`src/hw/rom_sdram_pkg.sv`:
```
// SDRAM widths, bank and command enums, ROM region offsets
`default_nettype none

package rom_sdram_pkg;

    // SDRAM word address and read data widths
    localparam int SDRAM_AW = 22;
    localparam int SDRAM_DW = 32;

    // Bank field of the SDRAM address
    typedef enum logic [1:0] {
        BANK_MAIN      = 2'd0,
        BANK_SOUND     = 2'd1,
        BANK_CHAR_SCR1 = 2'd2,
        BANK_SCR2_OBJ  = 2'd3
    } bank_t;

    // Commands toward the SDRAM read port
    typedef enum logic [1:0] {
        CMD_NOP     = 2'd0,
        CMD_READ    = 2'd1,
        CMD_REFRESH = 2'd2
    } sdram_cmd_t;

    // Second region of a shared bank starts at the 1M word boundary
    localparam logic [SDRAM_AW-1:0] ZERO_OFFSET = '0;
    localparam logic [SDRAM_AW-1:0] SCR1_OFFSET = 22'h10_0000;
    localparam logic [SDRAM_AW-1:0] OBJ_OFFSET  = 22'h10_0000;

endpackage

`default_nettype wire

```
`src/hw/rom_slot.sv`:
```
// ROM client slot with last-word cache, hit check, lane select and fetch request
`timescale 1ns/1ps
`default_nettype none

module rom_slot #(
    parameter int AW = 17,
    parameter int DW = 16,
    parameter logic [rom_sdram_pkg::SDRAM_AW-1:0] OFFSET = '0
) (
    input  logic                               clk,
    input  logic                               rst,
    input  logic                               cs,
    input  logic [AW-1:0]                      addr,
    output logic                               ok,
    output logic [DW-1:0]                      dout,
    output logic                               slot_req,
    output logic [rom_sdram_pkg::SDRAM_AW-1:0] slot_addr,
    input  logic                               slot_ack,
    input  logic                               slot_fill,
    input  logic [rom_sdram_pkg::SDRAM_DW-1:0] fill_data
);
    import rom_sdram_pkg::*;

    // Lane bits: 1 for 16-bit clients, 2 for byte clients
    localparam int LB = $clog2(SDRAM_DW / DW);
    localparam int TW = AW - LB;

    logic                valid;
    logic                pend;
    logic [TW-1:0]       tag_q;
    logic [TW-1:0]       req_tag;
    logic [SDRAM_DW-1:0] data_q;
    logic [TW-1:0]       cur_tag;
    logic [LB-1:0]       lane;
    logic                hit;
    logic                start;

    assign cur_tag = addr[AW-1:LB];
    assign lane    = addr[LB-1:0];
    assign hit     = valid && (tag_q == cur_tag);

    // Combinational compare, so ok falls with the address change
    assign ok   = hit;
    assign dout = data_q[lane*DW +: DW];

    // New fetch only when nothing is in flight for this slot
    assign start     = cs && !hit && !slot_req && !pend;
    assign slot_addr = OFFSET + SDRAM_AW'(req_tag);

    always_ff @(posedge clk) begin
        if (rst) begin
            valid    <= 1'b0;
            pend     <= 1'b0;
            slot_req <= 1'b0;
        end else begin
            if (slot_req && slot_ack) begin
                slot_req <= 1'b0;
                pend     <= 1'b1;
            end else if (start) begin
                slot_req <= 1'b1;
            end
            if (slot_fill) begin
                pend  <= 1'b0;
                valid <= 1'b1;
            end
        end
    end

    // Requested tag and cached word
    always_ff @(posedge clk) begin
        if (start) begin
            req_tag <= cur_tag;
        end
        if (slot_fill) begin
            tag_q  <= req_tag;
            data_q <= fill_data;
        end
    end

    // The bank port samples slot_addr any time before the ack
    a_addr_hold: assert property (@(posedge clk) disable iff (rst)
        slot_req && !slot_ack |=> $stable(slot_addr));

endmodule

`default_nettype wire

```
`src/hw/rom_bank_port.sv`:
```
// Bank port with one or two ROM slots, slot arbitration and bank request
`timescale 1ns/1ps
`default_nettype none

module rom_bank_port #(
    parameter bit SLOT1_EN = 1'b0,
    parameter int AW0 = 17,
    parameter int DW0 = 16,
    parameter logic [rom_sdram_pkg::SDRAM_AW-1:0] OFFSET0 = '0,
    parameter int AW1 = 17,
    parameter int DW1 = 16,
    parameter logic [rom_sdram_pkg::SDRAM_AW-1:0] OFFSET1 = '0
) (
    input  logic                               clk,
    input  logic                               rst,
    input  logic                               slot0_cs,
    input  logic [AW0-1:0]                     slot0_addr,
    output logic                               slot0_ok,
    output logic [DW0-1:0]                     slot0_dout,
    input  logic                               slot1_cs,
    input  logic [AW1-1:0]                     slot1_addr,
    output logic                               slot1_ok,
    output logic [DW1-1:0]                     slot1_dout,
    output logic                               bank_req,
    output logic [rom_sdram_pkg::SDRAM_AW-1:0] bank_addr,
    input  logic                               bank_ack,
    input  logic                               bank_rdy,
    input  logic [rom_sdram_pkg::SDRAM_DW-1:0] data_read
);
    import rom_sdram_pkg::*;

    typedef enum logic [1:0] {
        IDLE,
        WAIT_ACK,
        WAIT_DATA
    } state_t;

    state_t              state;
    logic                owner;
    logic                s0_req;
    logic                s1_req;
    logic [SDRAM_AW-1:0] s0_addr;
    logic [SDRAM_AW-1:0] s1_addr;
    logic                s0_ack;
    logic                s1_ack;
    logic                s0_fill;
    logic                s1_fill;

    assign bank_req = (state == WAIT_ACK);

    // Ack and fill go only to the slot that owns the read
    assign s0_ack  = bank_ack && (state == WAIT_ACK) && !owner;
    assign s1_ack  = bank_ack && (state == WAIT_ACK) && owner;
    assign s0_fill = bank_rdy && (state == WAIT_DATA) && !owner;
    assign s1_fill = bank_rdy && (state == WAIT_DATA) && owner;

    rom_slot #(
        .AW     ( AW0     ),
        .DW     ( DW0     ),
        .OFFSET ( OFFSET0 )
    ) u_slot0 (
        .clk       ( clk        ),
        .rst       ( rst        ),
        .cs        ( slot0_cs   ),
        .addr      ( slot0_addr ),
        .ok        ( slot0_ok   ),
        .dout      ( slot0_dout ),
        .slot_req  ( s0_req     ),
        .slot_addr ( s0_addr    ),
        .slot_ack  ( s0_ack     ),
        .slot_fill ( s0_fill    ),
        .fill_data ( data_read  )
    );

    generate
        if (SLOT1_EN) begin : g_slot1
            rom_slot #(
                .AW     ( AW1     ),
                .DW     ( DW1     ),
                .OFFSET ( OFFSET1 )
            ) u_slot1 (
                .clk       ( clk        ),
                .rst       ( rst        ),
                .cs        ( slot1_cs   ),
                .addr      ( slot1_addr ),
                .ok        ( slot1_ok   ),
                .dout      ( slot1_dout ),
                .slot_req  ( s1_req     ),
                .slot_addr ( s1_addr    ),
                .slot_ack  ( s1_ack     ),
                .slot_fill ( s1_fill    ),
                .fill_data ( data_read  )
            );
        end else begin : g_no_slot1
            assign slot1_ok   = 1'b0;
            assign slot1_dout = '0;
            assign s1_req     = 1'b0;
            assign s1_addr    = '0;
        end
    endgenerate

    always_ff @(posedge clk) begin
        if (rst) begin
            state <= IDLE;
            owner <= 1'b0;
        end else begin
            case (state)
                IDLE: begin
                    // Slot 0 first
                    if (s0_req) begin
                        owner <= 1'b0;
                        state <= WAIT_ACK;
                    end else if (s1_req) begin
                        owner <= 1'b1;
                        state <= WAIT_ACK;
                    end
                end
                WAIT_ACK: begin
                    if (bank_ack) begin
                        state <= WAIT_DATA;
                    end
                end
                WAIT_DATA: begin
                    if (bank_rdy) begin
                        state <= IDLE;
                    end
                end
                default: state <= IDLE;
            endcase
        end
    end

    always_ff @(posedge clk) begin
        if (state == IDLE) begin
            bank_addr <= s0_req ? s0_addr : s1_addr;
        end
    end

    // The scheduler returns data only to a bank that has a read open
    a_rdy_open: assert property (@(posedge clk) disable iff (rst)
        bank_rdy |-> state != IDLE);

endmodule

`default_nettype wire

```
`src/hw/sdram_bank_sched.sv`:
```
// Round-robin scheduler of four bank reads onto one SDRAM read port, with refresh
`timescale 1ns/1ps
`default_nettype none

module sdram_bank_sched (
    input  logic                               clk,
    input  logic                               rst,
    input  logic                               refresh_en,
    input  logic [3:0]                         bank_req,
    input  logic [rom_sdram_pkg::SDRAM_AW-1:0] bank_addr0,
    input  logic [rom_sdram_pkg::SDRAM_AW-1:0] bank_addr1,
    input  logic [rom_sdram_pkg::SDRAM_AW-1:0] bank_addr2,
    input  logic [rom_sdram_pkg::SDRAM_AW-1:0] bank_addr3,
    output logic [3:0]                         bank_ack,
    output logic [3:0]                         bank_rdy,
    output logic [rom_sdram_pkg::SDRAM_DW-1:0] data_read,
    output rom_sdram_pkg::sdram_cmd_t          sdram_cmd,
    output rom_sdram_pkg::bank_t               sdram_bank,
    output logic [rom_sdram_pkg::SDRAM_AW-1:0] sdram_addr,
    input  logic                               sdram_ack,
    input  logic                               sdram_rdy,
    input  logic [rom_sdram_pkg::SDRAM_DW-1:0] sdram_data
);
    import rom_sdram_pkg::*;

    typedef enum logic [1:0] {
        IDLE,
        ISSUE,
        WAIT_DATA
    } state_t;

    state_t              state;
    logic [1:0]          grant;
    logic [SDRAM_AW-1:0] addr_mux [4];

    assign addr_mux[0] = bank_addr0;
    assign addr_mux[1] = bank_addr1;
    assign addr_mux[2] = bank_addr2;
    assign addr_mux[3] = bank_addr3;

    // Read data is shared, bank_rdy tells whose it is
    assign data_read = sdram_data;

    // Search starts at the bank after the one served last
    always_comb begin : pick
        logic [1:0] idx;
        logic       found;
        grant = 2'(sdram_bank);
        found = 1'b0;
        idx   = '0;
        for (int i = 1; i <= 4; i++) begin
            idx = 2'(sdram_bank) + 2'(i);
            if (!found && bank_req[idx]) begin
                grant = idx;
                found = 1'b1;
            end
        end
    end

    always_comb begin
        bank_ack = '0;
        bank_rdy = '0;
        if (state == ISSUE && sdram_cmd == CMD_READ && sdram_ack) begin
            bank_ack[sdram_bank] = 1'b1;
        end
        if (state == WAIT_DATA && sdram_rdy) begin
            bank_rdy[sdram_bank] = 1'b1;
        end
    end

    // sdram_bank doubles as the round-robin pointer
    always_ff @(posedge clk) begin
        if (rst) begin
            state      <= IDLE;
            sdram_cmd  <= CMD_NOP;
            sdram_bank <= BANK_SCR2_OBJ;
        end else begin
            case (state)
                IDLE: begin
                    if (|bank_req) begin
                        sdram_cmd  <= CMD_READ;
                        sdram_bank <= bank_t'(grant);
                        state      <= ISSUE;
                    end else if (refresh_en) begin
                        sdram_cmd <= CMD_REFRESH;
                        state     <= ISSUE;
                    end
                end
                ISSUE: begin
                    if (sdram_ack) begin
                        sdram_cmd <= CMD_NOP;
                        state     <= (sdram_cmd == CMD_READ) ? WAIT_DATA : IDLE;
                    end
                end
                WAIT_DATA: begin
                    if (sdram_rdy) begin
                        state <= IDLE;
                    end
                end
                default: state <= IDLE;
            endcase
        end
    end

    always_ff @(posedge clk) begin
        if (state == IDLE) begin
            sdram_addr <= addr_mux[grant];
        end
    end

    // One ack at a time, and only to a bank that still holds its request
    a_ack_owner: assert property (@(posedge clk) disable iff (rst)
        $onehot0(bank_ack) && (bank_ack & ~bank_req) == 4'b0);

    // Command held by the SDRAM port until it takes it
    a_cmd_hold: assert property (@(posedge clk) disable iff (rst)
        sdram_cmd != CMD_NOP && !sdram_ack |=> $stable(sdram_cmd) && $stable(sdram_addr));

endmodule

`default_nettype wire

```
`src/hw/game_sdram.sv`:
```
// ROM fetch top: six client slots on four bank ports and the SDRAM scheduler
`timescale 1ns/1ps
`default_nettype none

module game_sdram #(
    parameter int MAIN_AW = 17,
    parameter int SND_AW  = 15,
    parameter int CHAR_AW = 13,
    parameter int SCR1_AW = 17,
    parameter int SCR2_AW = 15,
    parameter int OBJ_AW  = 17
) (
    input  logic                               clk,
    input  logic                               rst,
    input  logic                               LVBL,
    input  logic                               main_cs,
    input  logic                               snd_cs,
    output logic                               main_ok,
    output logic                               snd_ok,
    output logic                               char_ok,
    output logic                               scr1_ok,
    output logic                               scr2_ok,
    output logic                               obj_ok,
    input  logic [MAIN_AW-1:0]                 main_addr,
    input  logic [SND_AW-1:0]                  snd_addr,
    input  logic [CHAR_AW-1:0]                 char_addr,
    input  logic [SCR1_AW-1:0]                 scr1_addr,
    input  logic [SCR2_AW-1:0]                 scr2_addr,
    input  logic [OBJ_AW-1:0]                  obj_addr,
    output logic [15:0]                        main_data,
    output logic [7:0]                         snd_data,
    output logic [15:0]                        char_data,
    output logic [15:0]                        scr1_data,
    output logic [15:0]                        scr2_data,
    output logic [15:0]                        obj_data,
    // SDRAM read port
    output rom_sdram_pkg::sdram_cmd_t          sdram_cmd,
    output rom_sdram_pkg::bank_t               sdram_bank,
    output logic [rom_sdram_pkg::SDRAM_AW-1:0] sdram_addr,
    input  logic                               sdram_ack,
    input  logic                               sdram_rdy,
    input  logic [rom_sdram_pkg::SDRAM_DW-1:0] sdram_data,
    output logic                               refresh_en
);
    import rom_sdram_pkg::*;

    logic [3:0]          bank_req;
    logic [3:0]          bank_ack;
    logic [3:0]          bank_rdy;
    logic [SDRAM_AW-1:0] bank_addr [4];
    logic [SDRAM_DW-1:0] data_read;

    // Refresh only in vertical blank
    assign refresh_en = ~LVBL;

    // Bank 0: main CPU
    rom_bank_port #(
        .AW0 ( MAIN_AW ), .DW0 ( 16 ), .OFFSET0 ( ZERO_OFFSET )
    ) u_bank0 (
        .clk ( clk ), .rst ( rst ),
        .slot0_cs ( main_cs ), .slot0_addr ( main_addr ),
        .slot0_ok ( main_ok ), .slot0_dout ( main_data ),
        .slot1_cs ( 1'b0 ), .slot1_addr ( '0 ), .slot1_ok ( ), .slot1_dout ( ),
        .bank_req ( bank_req[0] ), .bank_addr ( bank_addr[0] ),
        .bank_ack ( bank_ack[0] ), .bank_rdy ( bank_rdy[0] ), .data_read ( data_read )
    );

    // Bank 1: sound CPU, byte wide
    rom_bank_port #(
        .AW0 ( SND_AW ), .DW0 ( 8 ), .OFFSET0 ( ZERO_OFFSET )
    ) u_bank1 (
        .clk ( clk ), .rst ( rst ),
        .slot0_cs ( snd_cs ), .slot0_addr ( snd_addr ),
        .slot0_ok ( snd_ok ), .slot0_dout ( snd_data ),
        .slot1_cs ( 1'b0 ), .slot1_addr ( '0 ), .slot1_ok ( ), .slot1_dout ( ),
        .bank_req ( bank_req[1] ), .bank_addr ( bank_addr[1] ),
        .bank_ack ( bank_ack[1] ), .bank_rdy ( bank_rdy[1] ), .data_read ( data_read )
    );

    // Bank 2: char and scroll 1, fetched only while the line is visible
    rom_bank_port #(
        .SLOT1_EN ( 1'b1 ),
        .AW0 ( CHAR_AW ), .DW0 ( 16 ), .OFFSET0 ( ZERO_OFFSET ),
        .AW1 ( SCR1_AW ), .DW1 ( 16 ), .OFFSET1 ( SCR1_OFFSET )
    ) u_bank2 (
        .clk ( clk ), .rst ( rst ),
        .slot0_cs ( LVBL ), .slot0_addr ( char_addr ),
        .slot0_ok ( char_ok ), .slot0_dout ( char_data ),
        .slot1_cs ( LVBL ), .slot1_addr ( scr1_addr ),
        .slot1_ok ( scr1_ok ), .slot1_dout ( scr1_data ),
        .bank_req ( bank_req[2] ), .bank_addr ( bank_addr[2] ),
        .bank_ack ( bank_ack[2] ), .bank_rdy ( bank_rdy[2] ), .data_read ( data_read )
    );

    // Bank 3: scroll 2 and objects, objects also fetch in blank
    rom_bank_port #(
        .SLOT1_EN ( 1'b1 ),
        .AW0 ( SCR2_AW ), .DW0 ( 16 ), .OFFSET0 ( ZERO_OFFSET ),
        .AW1 ( OBJ_AW ),  .DW1 ( 16 ), .OFFSET1 ( OBJ_OFFSET )
    ) u_bank3 (
        .clk ( clk ), .rst ( rst ),
        .slot0_cs ( LVBL ), .slot0_addr ( scr2_addr ),
        .slot0_ok ( scr2_ok ), .slot0_dout ( scr2_data ),
        .slot1_cs ( 1'b1 ), .slot1_addr ( obj_addr ),
        .slot1_ok ( obj_ok ), .slot1_dout ( obj_data ),
        .bank_req ( bank_req[3] ), .bank_addr ( bank_addr[3] ),
        .bank_ack ( bank_ack[3] ), .bank_rdy ( bank_rdy[3] ), .data_read ( data_read )
    );

    sdram_bank_sched u_sched (
        .clk        ( clk          ),
        .rst        ( rst          ),
        .refresh_en ( refresh_en   ),
        .bank_req   ( bank_req     ),
        .bank_addr0 ( bank_addr[0] ),
        .bank_addr1 ( bank_addr[1] ),
        .bank_addr2 ( bank_addr[2] ),
        .bank_addr3 ( bank_addr[3] ),
        .bank_ack   ( bank_ack     ),
        .bank_rdy   ( bank_rdy     ),
        .data_read  ( data_read    ),
        .sdram_cmd  ( sdram_cmd    ),
        .sdram_bank ( sdram_bank   ),
        .sdram_addr ( sdram_addr   ),
        .sdram_ack  ( sdram_ack    ),
        .sdram_rdy  ( sdram_rdy    ),
        .sdram_data ( sdram_data   )
    );

endmodule

`default_nettype wire

```
`config.mk`:
```
export PLATFORM = sky130hd
export DESIGN_NAME = game_sdram
export DESIGN_NICKNAME = d
export VERILOG_FILES = /design/src/hw/rom_sdram_pkg.sv /design/src/hw/rom_slot.sv /design/src/hw/rom_bank_port.sv /design/src/hw/sdram_bank_sched.sv /design/src/hw/game_sdram.sv
export SDC_FILE = /design/constraint.sdc
export NUM_CORES = 1
export LEC_CHECK = 0
export BUFFER_PORTS_ARGS = -buffer_cell sky130_fd_sc_hd__buf_4
export CELL_PAD_IN_SITES_DETAIL_PLACEMENT = 0
export CELL_PAD_IN_SITES_GLOBAL_PLACEMENT = 1
export CORE_MARGIN = 10
export CORE_UTILIZATION = 35
export CTS_BUF_LIST = sky130_fd_sc_hd__clkbuf_2
export CTS_CLUSTER_SIZE = 30
export DETAILED_ROUTE_END_ITERATION = 6
export PLACE_DENSITY_LB_ADDON = 0.1
export SYNTH_ARGS = -nofsm -noshare
export SYNTH_HDL_FRONTEND = slang
export SYNTH_HIERARCHICAL = 1
export SYNTH_SLANG_ARGS = --single-unit
```
`constraint.sdc`:
```
create_clock -name clk -period 15.85 [get_ports clk]
set_input_delay 0.7925 -clock clk [delete_from_list [all_inputs] [get_ports clk]]
set_output_delay 0.7925 -clock clk [all_outputs]
set_load 0.02 [all_outputs]
```
==> reports/qor.yml, run 1 <==
run_status: "finished clean"
tritoncts: "built"
cp.arrival_ps: 5210
met2_usage_pct: 28.2
powerDensity_nw_per_um2: 131
routabilityCongestion: 0.816
crit_buf_inv: 2
p_leak_nw: 9.87
wirelength_mm: 61.7
place_area_um2: 24200
crit_path_cell_trace: "inv_2 > buf_4 > ha_1 > mux2i_1 > mux2_2 > nand2_4 > a311oi_1 > mux2i_1"
finClkSkew_ps: 121
dpl.hpwl_mm: 41.6
fin_ws_ps: 11560
rows: 91
rrSetupSlack_ps: 11560
cts.sinks: 510
regToRegStartpoint: "u_sched/sdram_bank[0]"
met1_usage_pct: 19.9
cts.root.buffer_cell: "clkbuf_2"
crit_path_top_delay_cell: "mux2_2"
crit_start: "u_sched/sdram_bank[0]"
period_share_pct: 27.1
post_cts_resize_count: 0
via_per_inst: 4.77
path_max_fanout: 90
die_w_um: 270
die_y_um: 270
setup_violations: 0
clkLatencyLatePin_ps: 1270
holdWs_ps: 277
vias: 13600
crit_top_cell: "mux2i_1"
syn_avg_cell_area_um2: 15.0
path_class: "reg -> reg"
cap_violations: 0
final-hold-violation-count: 0
cp.depth: 8
top_level_ports: 254
worst_pin_slew_ps: 1140
h-tree-depth: 4
cts-buffers-inserted: 143
rsz0062_at_grt: "false"
clk_pin_slew_ps: 110
ir_worst_vdd_mv: 0.0669
drive_gt1_share_pct: 31.5
first_iter_violations: 738
cp_top_family: "multiplexers"
fillerInstances: 5825
timing.rr.end: "u_sched/sdram_addr[11]"
port_buffers: 253
core_um2: 61700
drtAntennaViolNets: 0
grt.overflow.total: 0
met3_usage_pct: 6.20
yosysWarnings: 6
die_area_um2: 72600
antenna_found_initial: 6
synthToLayoutAreaGrowth_pct: 23.5
fin_area_um2: 26900
post_cts_buffers: 0
routedWlPerCell_um: 21.7
nets: 2029
max_freq_mhz: 233
start_kind: "flip-flop"
endpoint_kind: "flip-flop"
grt_start_max_net_pins: 91
finalCriticalPeriod_ps: 4290
drc: 0
slew_viol_final: 0
r2r_cells: 8
post_synth_inst_count: 1449
crit_end: "u_sched/sdram_addr[11]"
worstPathRequired_ps: 16770
drtPass1Iterations: 5
relSlewSlack_pct: 23.8
start_util_pct: 35.3
grt-busiest-layer: "met2"
hold_path.class: "in -> reg"
synth_area_um2: 21800
finalSetupTns_ps: 0
clock_path_buffers: 3
pre_cts_slack_ps: 11640
first_global_vias: 14700
slowest_delay_ps: 840
track_usage_pct: 16.9
grt_pass1_wl_mm: 92.4
## repair_timing
item / 4_1_cts / 5_1_grt
setup endpoints to repair: 0 / 0
endpoints found under the hold margin: 333 / 0
hold buffers: 130 / 0
## flip-flops by register name (all words and copies together), names as in the netlist, 14 cells and up
| name | cells |
|---|---|
| u_bank0/bank_addr | 22 |
| u_bank0/u_slot0/data_q | 32 |
| u_bank0/u_slot0/req_tag | 16 |
| u_bank0/u_slot0/tag_q | 16 |
| u_bank1/bank_addr | 22 |
| u_bank1/u_slot0/data_q | 32 |
| u_bank2/bank_addr | 22 |
| u_bank2/g_slot1.u_slot1/data_q | 32 |
| u_bank2/g_slot1.u_slot1/req_tag | 16 |
| u_bank2/g_slot1.u_slot1/tag_q | 16 |
| u_bank2/u_slot0/data_q | 32 |
| u_bank3/bank_addr | 22 |
| u_bank3/g_slot1.u_slot1/data_q | 32 |
| u_bank3/g_slot1.u_slot1/req_tag | 16 |
| u_bank3/g_slot1.u_slot1/tag_q | 16 |
| u_bank3/u_slot0/data_q | 32 |
| u_bank3/u_slot0/req_tag | 14 |
| u_bank3/u_slot0/tag_q | 14 |
| u_sched/sdram_addr | 22 |
## per-stage QoR
stage | utilization (%) | total power [mW] | instances
finish | 43.6 | 3.53 | 2847
CTS | 43.6 | 3.59 | 2845
global route | 43.6 | 3.75 | 2847
detailed placement | 39.3 | 2.54 | 2454
floorplan | - | 2.27 | 1486
global placement | 39.3 | 2.53 | 2454
## worst min-delay path by stage
stage | startpoint | to | slack, ps | cells past startpoint
detailed placement | u_bank0/u_slot0/req_tag[9] | u_bank0/u_slot0/tag_q[9] | 430 | 0
floorplan | u_bank0/u_slot0/req_tag[0] | u_bank0/u_slot0/tag_q[0] | 420 | 0
CTS | main_addr[15] | u_bank0/u_slot0/req_tag[14] | 50 | 2
global placement | u_bank3/u_slot0/req_tag[7] | u_bank3/u_slot0/tag_q[7] | 430 | 0
finish | main_addr[16] | u_bank0/u_slot0/req_tag[15] | 280 | 2
global route | main_addr[9] | u_bank0/u_slot0/req_tag[8] | 90 | 2
## report_power, final
part	internal (mW)	total (mW)	switching (mW)	leakage (nW)
Combinational	0.320	0.839	0.519	4.06
Clock	0.424	0.995	0.571	1.05
Sequential	1.61	1.70	0.0917	4.76
## cells in the final DEF (no fill, tap or decap), types with 13 or more instances in the layout
master,count
a21oi_1,55
nand2_1,153
a211oi_1,44
inv_1,13
dfxtp_1,33
clkbuf_2,222
dlygate4sd3_1,130
nand4_1,17
clkinv_1,23
nor2_1,27
mux2_2,72
xnor2_1,60
edfxtp_1,476
xor2_1,27
conb_1,46
mux2i_1,25
nor3_1,13
a311oi_1,44
and2_1,53
mux2_1,53
buf_4,279
## layout make-up
type	instances	area, µm²	share of cell area, %
clock buffers	222	1110	4.13
diodes	2	5.00	0.0186
repair buffers	409	3400	12.6
multi-input cells	814	6060	22.5
inverters	14	52.6	0.195
flip-flops and latches	510	15000	55.6
well taps	837	1050	3.89
clock inverters	39	263	0.976
## metal layers
layer / wire length (µm) / part of all wire [%]
met4: 973 / 1.6
met2: 31000 / 50
met5: 26 / 0.042
met1: 25400 / 41
met3: 4220 / 6.8
Note: power is estimated with default switching activity, not from simulation.
==> run 2, diff against run 1 <==
--- a/config.mk
+++ b/config.mk
@@ -5,6 +5,7 @@
 export SDC_FILE = /design/constraint.sdc
 export NUM_CORES = 1
 export LEC_CHECK = 0
+export ABC_AREA = 1
 export BUFFER_PORTS_ARGS = -buffer_cell sky130_fd_sc_hd__buf_4
 export CELL_PAD_IN_SITES_DETAIL_PLACEMENT = 0
 export CELL_PAD_IN_SITES_GLOBAL_PLACEMENT = 1
==> constraint.sdc (replaced) <==
create_clock -name clk -period 3.6 [get_ports clk]
set_input_delay 0.18 -clock clk [delete_from_list [all_inputs] [get_ports clk]]
set_output_delay 0.18 -clock clk [all_outputs]
set_load 0.02 [all_outputs]
==> reports/qor.yml, run 2 <==
r2r_cells: 12  # +4
hold_path.class: "in -> reg"
start_util_pct: 35.4  # +0.10 points
finalCriticalPeriod_ps: 3000
tritoncts: "built"
routabilityCongestion: 0.811  # -0.61%
top_level_ports: 254  # unchanged
final-hold-violation-count: 0  # unchanged
via_per_inst: 4.40  # -7.9%
start_kind: "input port"
crit_top_cell: "dlygate4sd3_1"
setup_violations: 0  # unchanged
core_um2: 63200  # +2.4%
nets: 2731  # +35%
first_iter_violations: 843  # +14%
min_to: "u_bank3/u_slot0/slot_req"
antenna_found_initial: 2  # -4
die_y_um: 273  # +1.2%
port_buffers: 253  # unchanged
relSlewSlack_pct: 29.6  # +5.8 points
clkLatencyLatePin_ps: 1280  # about the same
ir_worst_vdd_mv: 0.364  # +440%
run_status: "finished clean"
cts-buffers-inserted: 144  # +0.70%
min_from: "scr2_addr[2]"
cts.root.buffer_cell: "clkbuf_2"
clk_pin_slew_ps: 80  # -30 ps
power_mw: 14.9  # +320%
track_usage_pct: 16.9  # +0.064 points
finClkSkew_ps: 88.3  # -32.9 ps
grt.overflow.total: 0  # unchanged
worstPathRequired_ps: 3420  # -13350 ps
clock_path_buffers: 3  # unchanged
max_freq_mhz: 334
rsz0062_at_grt: "false"
syn_avg_cell_area_um2: 11.2  # -25%
drtAntennaViolNets: 0  # unchanged
grt_pass1_wl_mm: 95.4  # +3.3%
slowest_delay_ps: 570  # -270 ps
fillerInstances: 6065  # +4.1%
rrSetupSlack_ps: 610  # -10950 ps
fin_ws_ps: 604  # -10960 ps
path_max_fanout: 4  # -96%
h-tree-depth: 4  # unchanged
cap_violations: 0  # unchanged
timing.rr.end: "u_sched/sdram_addr[2]"
endpoint_kind: "primary output"
min_path_cells: 10  # +8
rows: 92  # +1.1%
die_area_um2: 74500  # +2.5%
regToRegStartpoint: "u_sched/sdram_bank[0]"
drc: 0  # unchanged
drtPass1Iterations: 5  # unchanged
cp.arrival_ps: 2820  # -2390 ps
crit_path_cell_trace: "dlygate4sd3_1 > dlygate4sd3_1 > buf_4 > dlygate4sd3_1 > inv_1 > o21ai_0 > nor4b_2 > nand3_1 > nor2_1 > buf_4"
grt_start_max_net_pins: 47  # -48%
dpl.hpwl_mm: 42.1  # +1.1%
mostFrequentLayoutCells: "nand2_1, edfxtp_1, inv_1"
layout_commonest_cell: "nand2_1"
worst_pin_slew_ps: 1050  # -87.8 ps
yosysWarnings: 6  # unchanged
drive_gt1_share_pct: 23.7  # -7.9 points
powerDensity_nw_per_um2: 517  # +290%
post_synth_inst_count: 1992  # +37%
first_global_vias: 16200  # +10%
cts.sinks: 510  # unchanged
routedWlPerCell_um: 17.7  # -18%
crit_path_top_delay_cell: "dlygate4sd3_1"
slew_viol_final: 0  # unchanged
period_share_pct: 83.2
vias: 15600  # +15%
path_class: "in -> out"
die_w_um: 273  # +1.2%
wirelength_mm: 62.9  # +2.0%
finalSetupTns_ps: 0  # unchanged
synthToLayoutAreaGrowth_pct: 28.8
synth_area_um2: 22400  # +2.7%
p_leak_nw: 12.8  # +30%
pre_cts_slack_ps: 628  # -11010 ps
run 2: power by group:
group	internal, mW	switching [mW]	leakage (nW)	total (mW)
combinational	1.19	2.12	7.04	3.31
clock	1.82	2.53	1.01	4.35
sequential	7.02	0.221	4.79	7.24
run 2: worst max path at each step:
stage	cells after the start	to	slack, ps	from
3_5_place_dp	12	u_sched/sdram_addr[1]	630	u_sched/sdram_bank[0]
6_report	10	obj_ok	600	obj_addr[1]
4_1_cts	7	obj_ok	620	u_bank3/g_slot1.u_slot1/tag_q[9]
2_1_floorplan	8	u_bank3/g_slot1.u_slot1/pend	70	u_sched/sdram_bank[1]
5_1_grt	12	u_sched/sdram_addr[2]	390	u_sched/sdram_bank[0]
3_3_place_gp	12	u_sched/sdram_addr[0]	780	u_sched/sdram_bank[0]
run 2: final cells by class:
type / instances / area (µm²) / share of cell area [%]
Sequential cell: 510 / 15000 / 51.9
Multi-Input combinational cell: 1049 / 5370 / 18.6
Timing Repair Buffer: 537 / 4740 / 16.5
Inverter: 352 / 1330 / 4.60
Clock buffer: 213 / 1070 / 3.70
Tap cell: 846 / 1060 / 3.67
Clock inverter: 39 / 282 / 0.977
Antenna cell: 2 / 5.00 / 0.0174
run 2: worst max-delay path, delay by kind of cell:
family | cells | cell delay (ps)
AO/OA/AOI/OAI | 1 | 100
buffers and inverters | 6 | 2060
AND/OR/NAND/NOR | 3 | 470
run 2: repair_timing:
action,CTS,global route
endpoints found under the hold margin,673,0
hold buffers,266,0
gates resized for setup,0,0
setup buffers,0,0
run 2: per-stage QoR:
step / hold WS, ps / utilization, % / cell area (µm²) / std cells
after CTS: 0.903 / 45.6 / 28800 / 3546
after detailed placement: 369 / 39.2 / 24800 / 3028
final: 179 / 45.6 / 28800 / 3548
after global routing: 42.7 / 45.6 / 28800 / 3548
after global placement: 370 / 39.2 / 24800 / 3028
after floorplan: 242 / - / 22500 / 2029
run 2: routing by layer:
metal  routed length (µm)  track usage [%]  part of all wire [%]  vias up
li1                     -                -                     -     7699
met5                    0                0                     0        -
met2                30600             27.9                    49      413
met3                 3430             4.39                   5.4       87
met1                27300             21.1                    43     7407
met4                 1550             6.51                   2.5        0
==> run 3, diff against run 2 <==
==> constraint.sdc (replaced) <==
create_clock -name clk -period 2.75 [get_ports clk]
set_input_delay 0.1375 -clock clk [delete_from_list [all_inputs] [get_ports clk]]
set_output_delay 0.1375 -clock clk [all_outputs]
set_load 0.02 [all_outputs]
==> reports/qor.yml, run 3 (synthesized netlist as in run 2, its figures left out) <==
pre_cts_slack_ps: 155  # -473 ps
routedWlPerCell_um: 17.7  # -0.40%
power_mw: 19.6  # +31%
slowest_delay_ps: 590  # +20 ps
path_max_fanout: 3  # -1
dpl.hpwl_mm: 42.2  # +0.40%
die_w_um: 273  # unchanged
cts-buffers-inserted: 146  # +1.4%
fin_area_um2: 29300  # +1.7%
slew_viol_final: 0  # unchanged
p_leak_nw: 13.1  # +1.8%
ir_worst_vdd_mv: 0.562  # +54%
tritoncts: "built"
place_area_um2: 24900  # +0.20%
routabilityCongestion: 0.798  # -1.6%
powerDensity_nw_per_um2: 667  # +29%
start_util_pct: 35.4  # unchanged
track_usage_pct: 17.0  # +0.080 points
cp.arrival_ps: 2600  # -220 ps
grt_start_max_net_pins: 50  # +6.4%
holdWs_ps: 181  # +1.93 ps
crit_path_top_delay_cell: "dlygate4sd3_1"
vias: 15800  # +1.5%
grt_pass1_wl_mm: 96.1  # +0.72%
die_y_um: 273  # unchanged
clkLatencyLatePin_ps: 1250  # -30 ps
drtAntennaViolNets: 0  # unchanged
rows: 92  # unchanged
run_status: "finished clean"
first_iter_violations: 888  # +5.3%
cts.sinks: 510  # unchanged
finalCriticalPeriod_ps: 2740
finClkSkew_ps: 63.6  # -24.7 ps
relSlewSlack_pct: 47.2  # +18 points
top_level_ports: 254  # unchanged
core_um2: 63200  # unchanged
clk_pin_slew_ps: 100  # +20 ps
grt.overflow.total: 0  # unchanged
first_global_vias: 16400  # +1.1%
setup_violations: 0  # unchanged
crit_top_cell: "dlygate4sd3_1"
mostFrequentLayoutCells: "nand2_1, edfxtp_1, inv_1"
via_per_inst: 4.41  # +0.15%
nets: 2769  # +1.4%
clock_path_buffers: 3  # unchanged
worst_pin_slew_ps: 792  # -262 ps
crit_path_cell_trace: "dlygate4sd3_1 > dlygate4sd3_1 > buf_4 > dlygate4sd3_1 > nand2_1 > nand2_1 > nor2_1 > nand3_1 > nor2_1 > buf_4"
layout_commonest_cell: "nand2_1"
port_buffers: 253  # unchanged
finalSetupTns_ps: 0  # unchanged
max_freq_mhz: 365
hold_path.class: "in -> reg"
drc: 0  # unchanged
endpoint_kind: "primary output"
h-tree-depth: 4  # unchanged
worstPathRequired_ps: 2610  # -810 ps
antenna_found_initial: 1  # -1
synthToLayoutAreaGrowth_pct: 31.0
fin_util_pct: 46.4  # +0.79 points
cap_violations: 0  # unchanged
fin_ws_ps: 8.36  # -595 ps
drive_gt1_share_pct: 24.9  # +1.3 points
cts.root.buffer_cell: "clkbuf_2"
path_class: "in -> out"
period_share_pct: 99.7
start_kind: "input port"
finalNonFillerCells: 3596  # +1.4%
dp_cells: 3033  # +0.17%
die_area_um2: 74500  # unchanged
rsz0062_at_grt: "true"
final-hold-violation-count: 0  # unchanged
wirelength_mm: 63.5  # +0.95%
drtPass1Iterations: 5  # unchanged
run 3: changes by cell type in the layout (fill, tap and decap cells not counted), moves of 5 or more:
cell / before / now
xnor2_1: 14 / 8
nand2_2: 15 / 21
dlygate4sd3_1: 265 / 292
clkbuf_2: 213 / 225
buf_4: 268 / 273
xnor2_2: 0 / 6
nand2_1: 510 / 504
run 3: final cells by class:
class | count | area (µm²)
Antenna cell | 1 | 2.50
Clock buffer | 225 | 1130
Clock inverter | 40 | 234
Fill cell | 6066 | 33900
Inverter | 352 | 1330
Multi-Input combinational cell | 1049 | 5500
Sequential cell | 510 | 15000
Tap cell | 846 | 1060
Timing Repair Buffer | 573 | 5110
run 3: repair_timing:
item / 4_1_cts / 5_1_grt
endpoints found under the setup margin: 5 / 28
endpoints found under the hold margin: 679 / 1
hold buffers: 294 / 1
gates cloned: 0 / 0
gates resized for setup: 9 / 22
pin swaps: 1 / 15
setup buffers: 2 / 2
run 3: path summary, 6_finish.rpt:
kind              slack (ps)                           endpoint                           startpoint  depth (start not counted)
setup / recovery           8                             obj_ok                          obj_addr[6]                         10
hold / removal           180         u_bank3/u_slot0/req_tag[4]                         scr2_addr[5]                          3
setup reg to reg         250              u_sched/sdram_addr[7]                u_sched/sdram_bank[1]                         12
hold reg to reg          430  u_bank3/g_slot1.u_slot1/tag_q[15]  u_bank3/g_slot1.u_slot1/req_tag[15]                          0
run 3: power breakdown:
part           internal, mW  switching (mW)  leakage [nW]
clock network          2.30            3.37          1.03
registers              9.18           0.252          4.79
logic                  1.63            2.83          7.25
run 3: worst max-delay path, delay by kind of cell:
kind	cells	cell delay, ps
simple gates	5	480
buf+inv	5	1980
run 3: routing by layer:
layer  global-route usage, %  vias to the layer above  part of all wire [%]
met2                    27.7                      412                    48
met5                       0                        -                     0
met3                    4.59                       88                   5.3
li1                        -                     7765                     -
met4                    6.04                        0                   2.1
met1                    21.5                     7576                    44
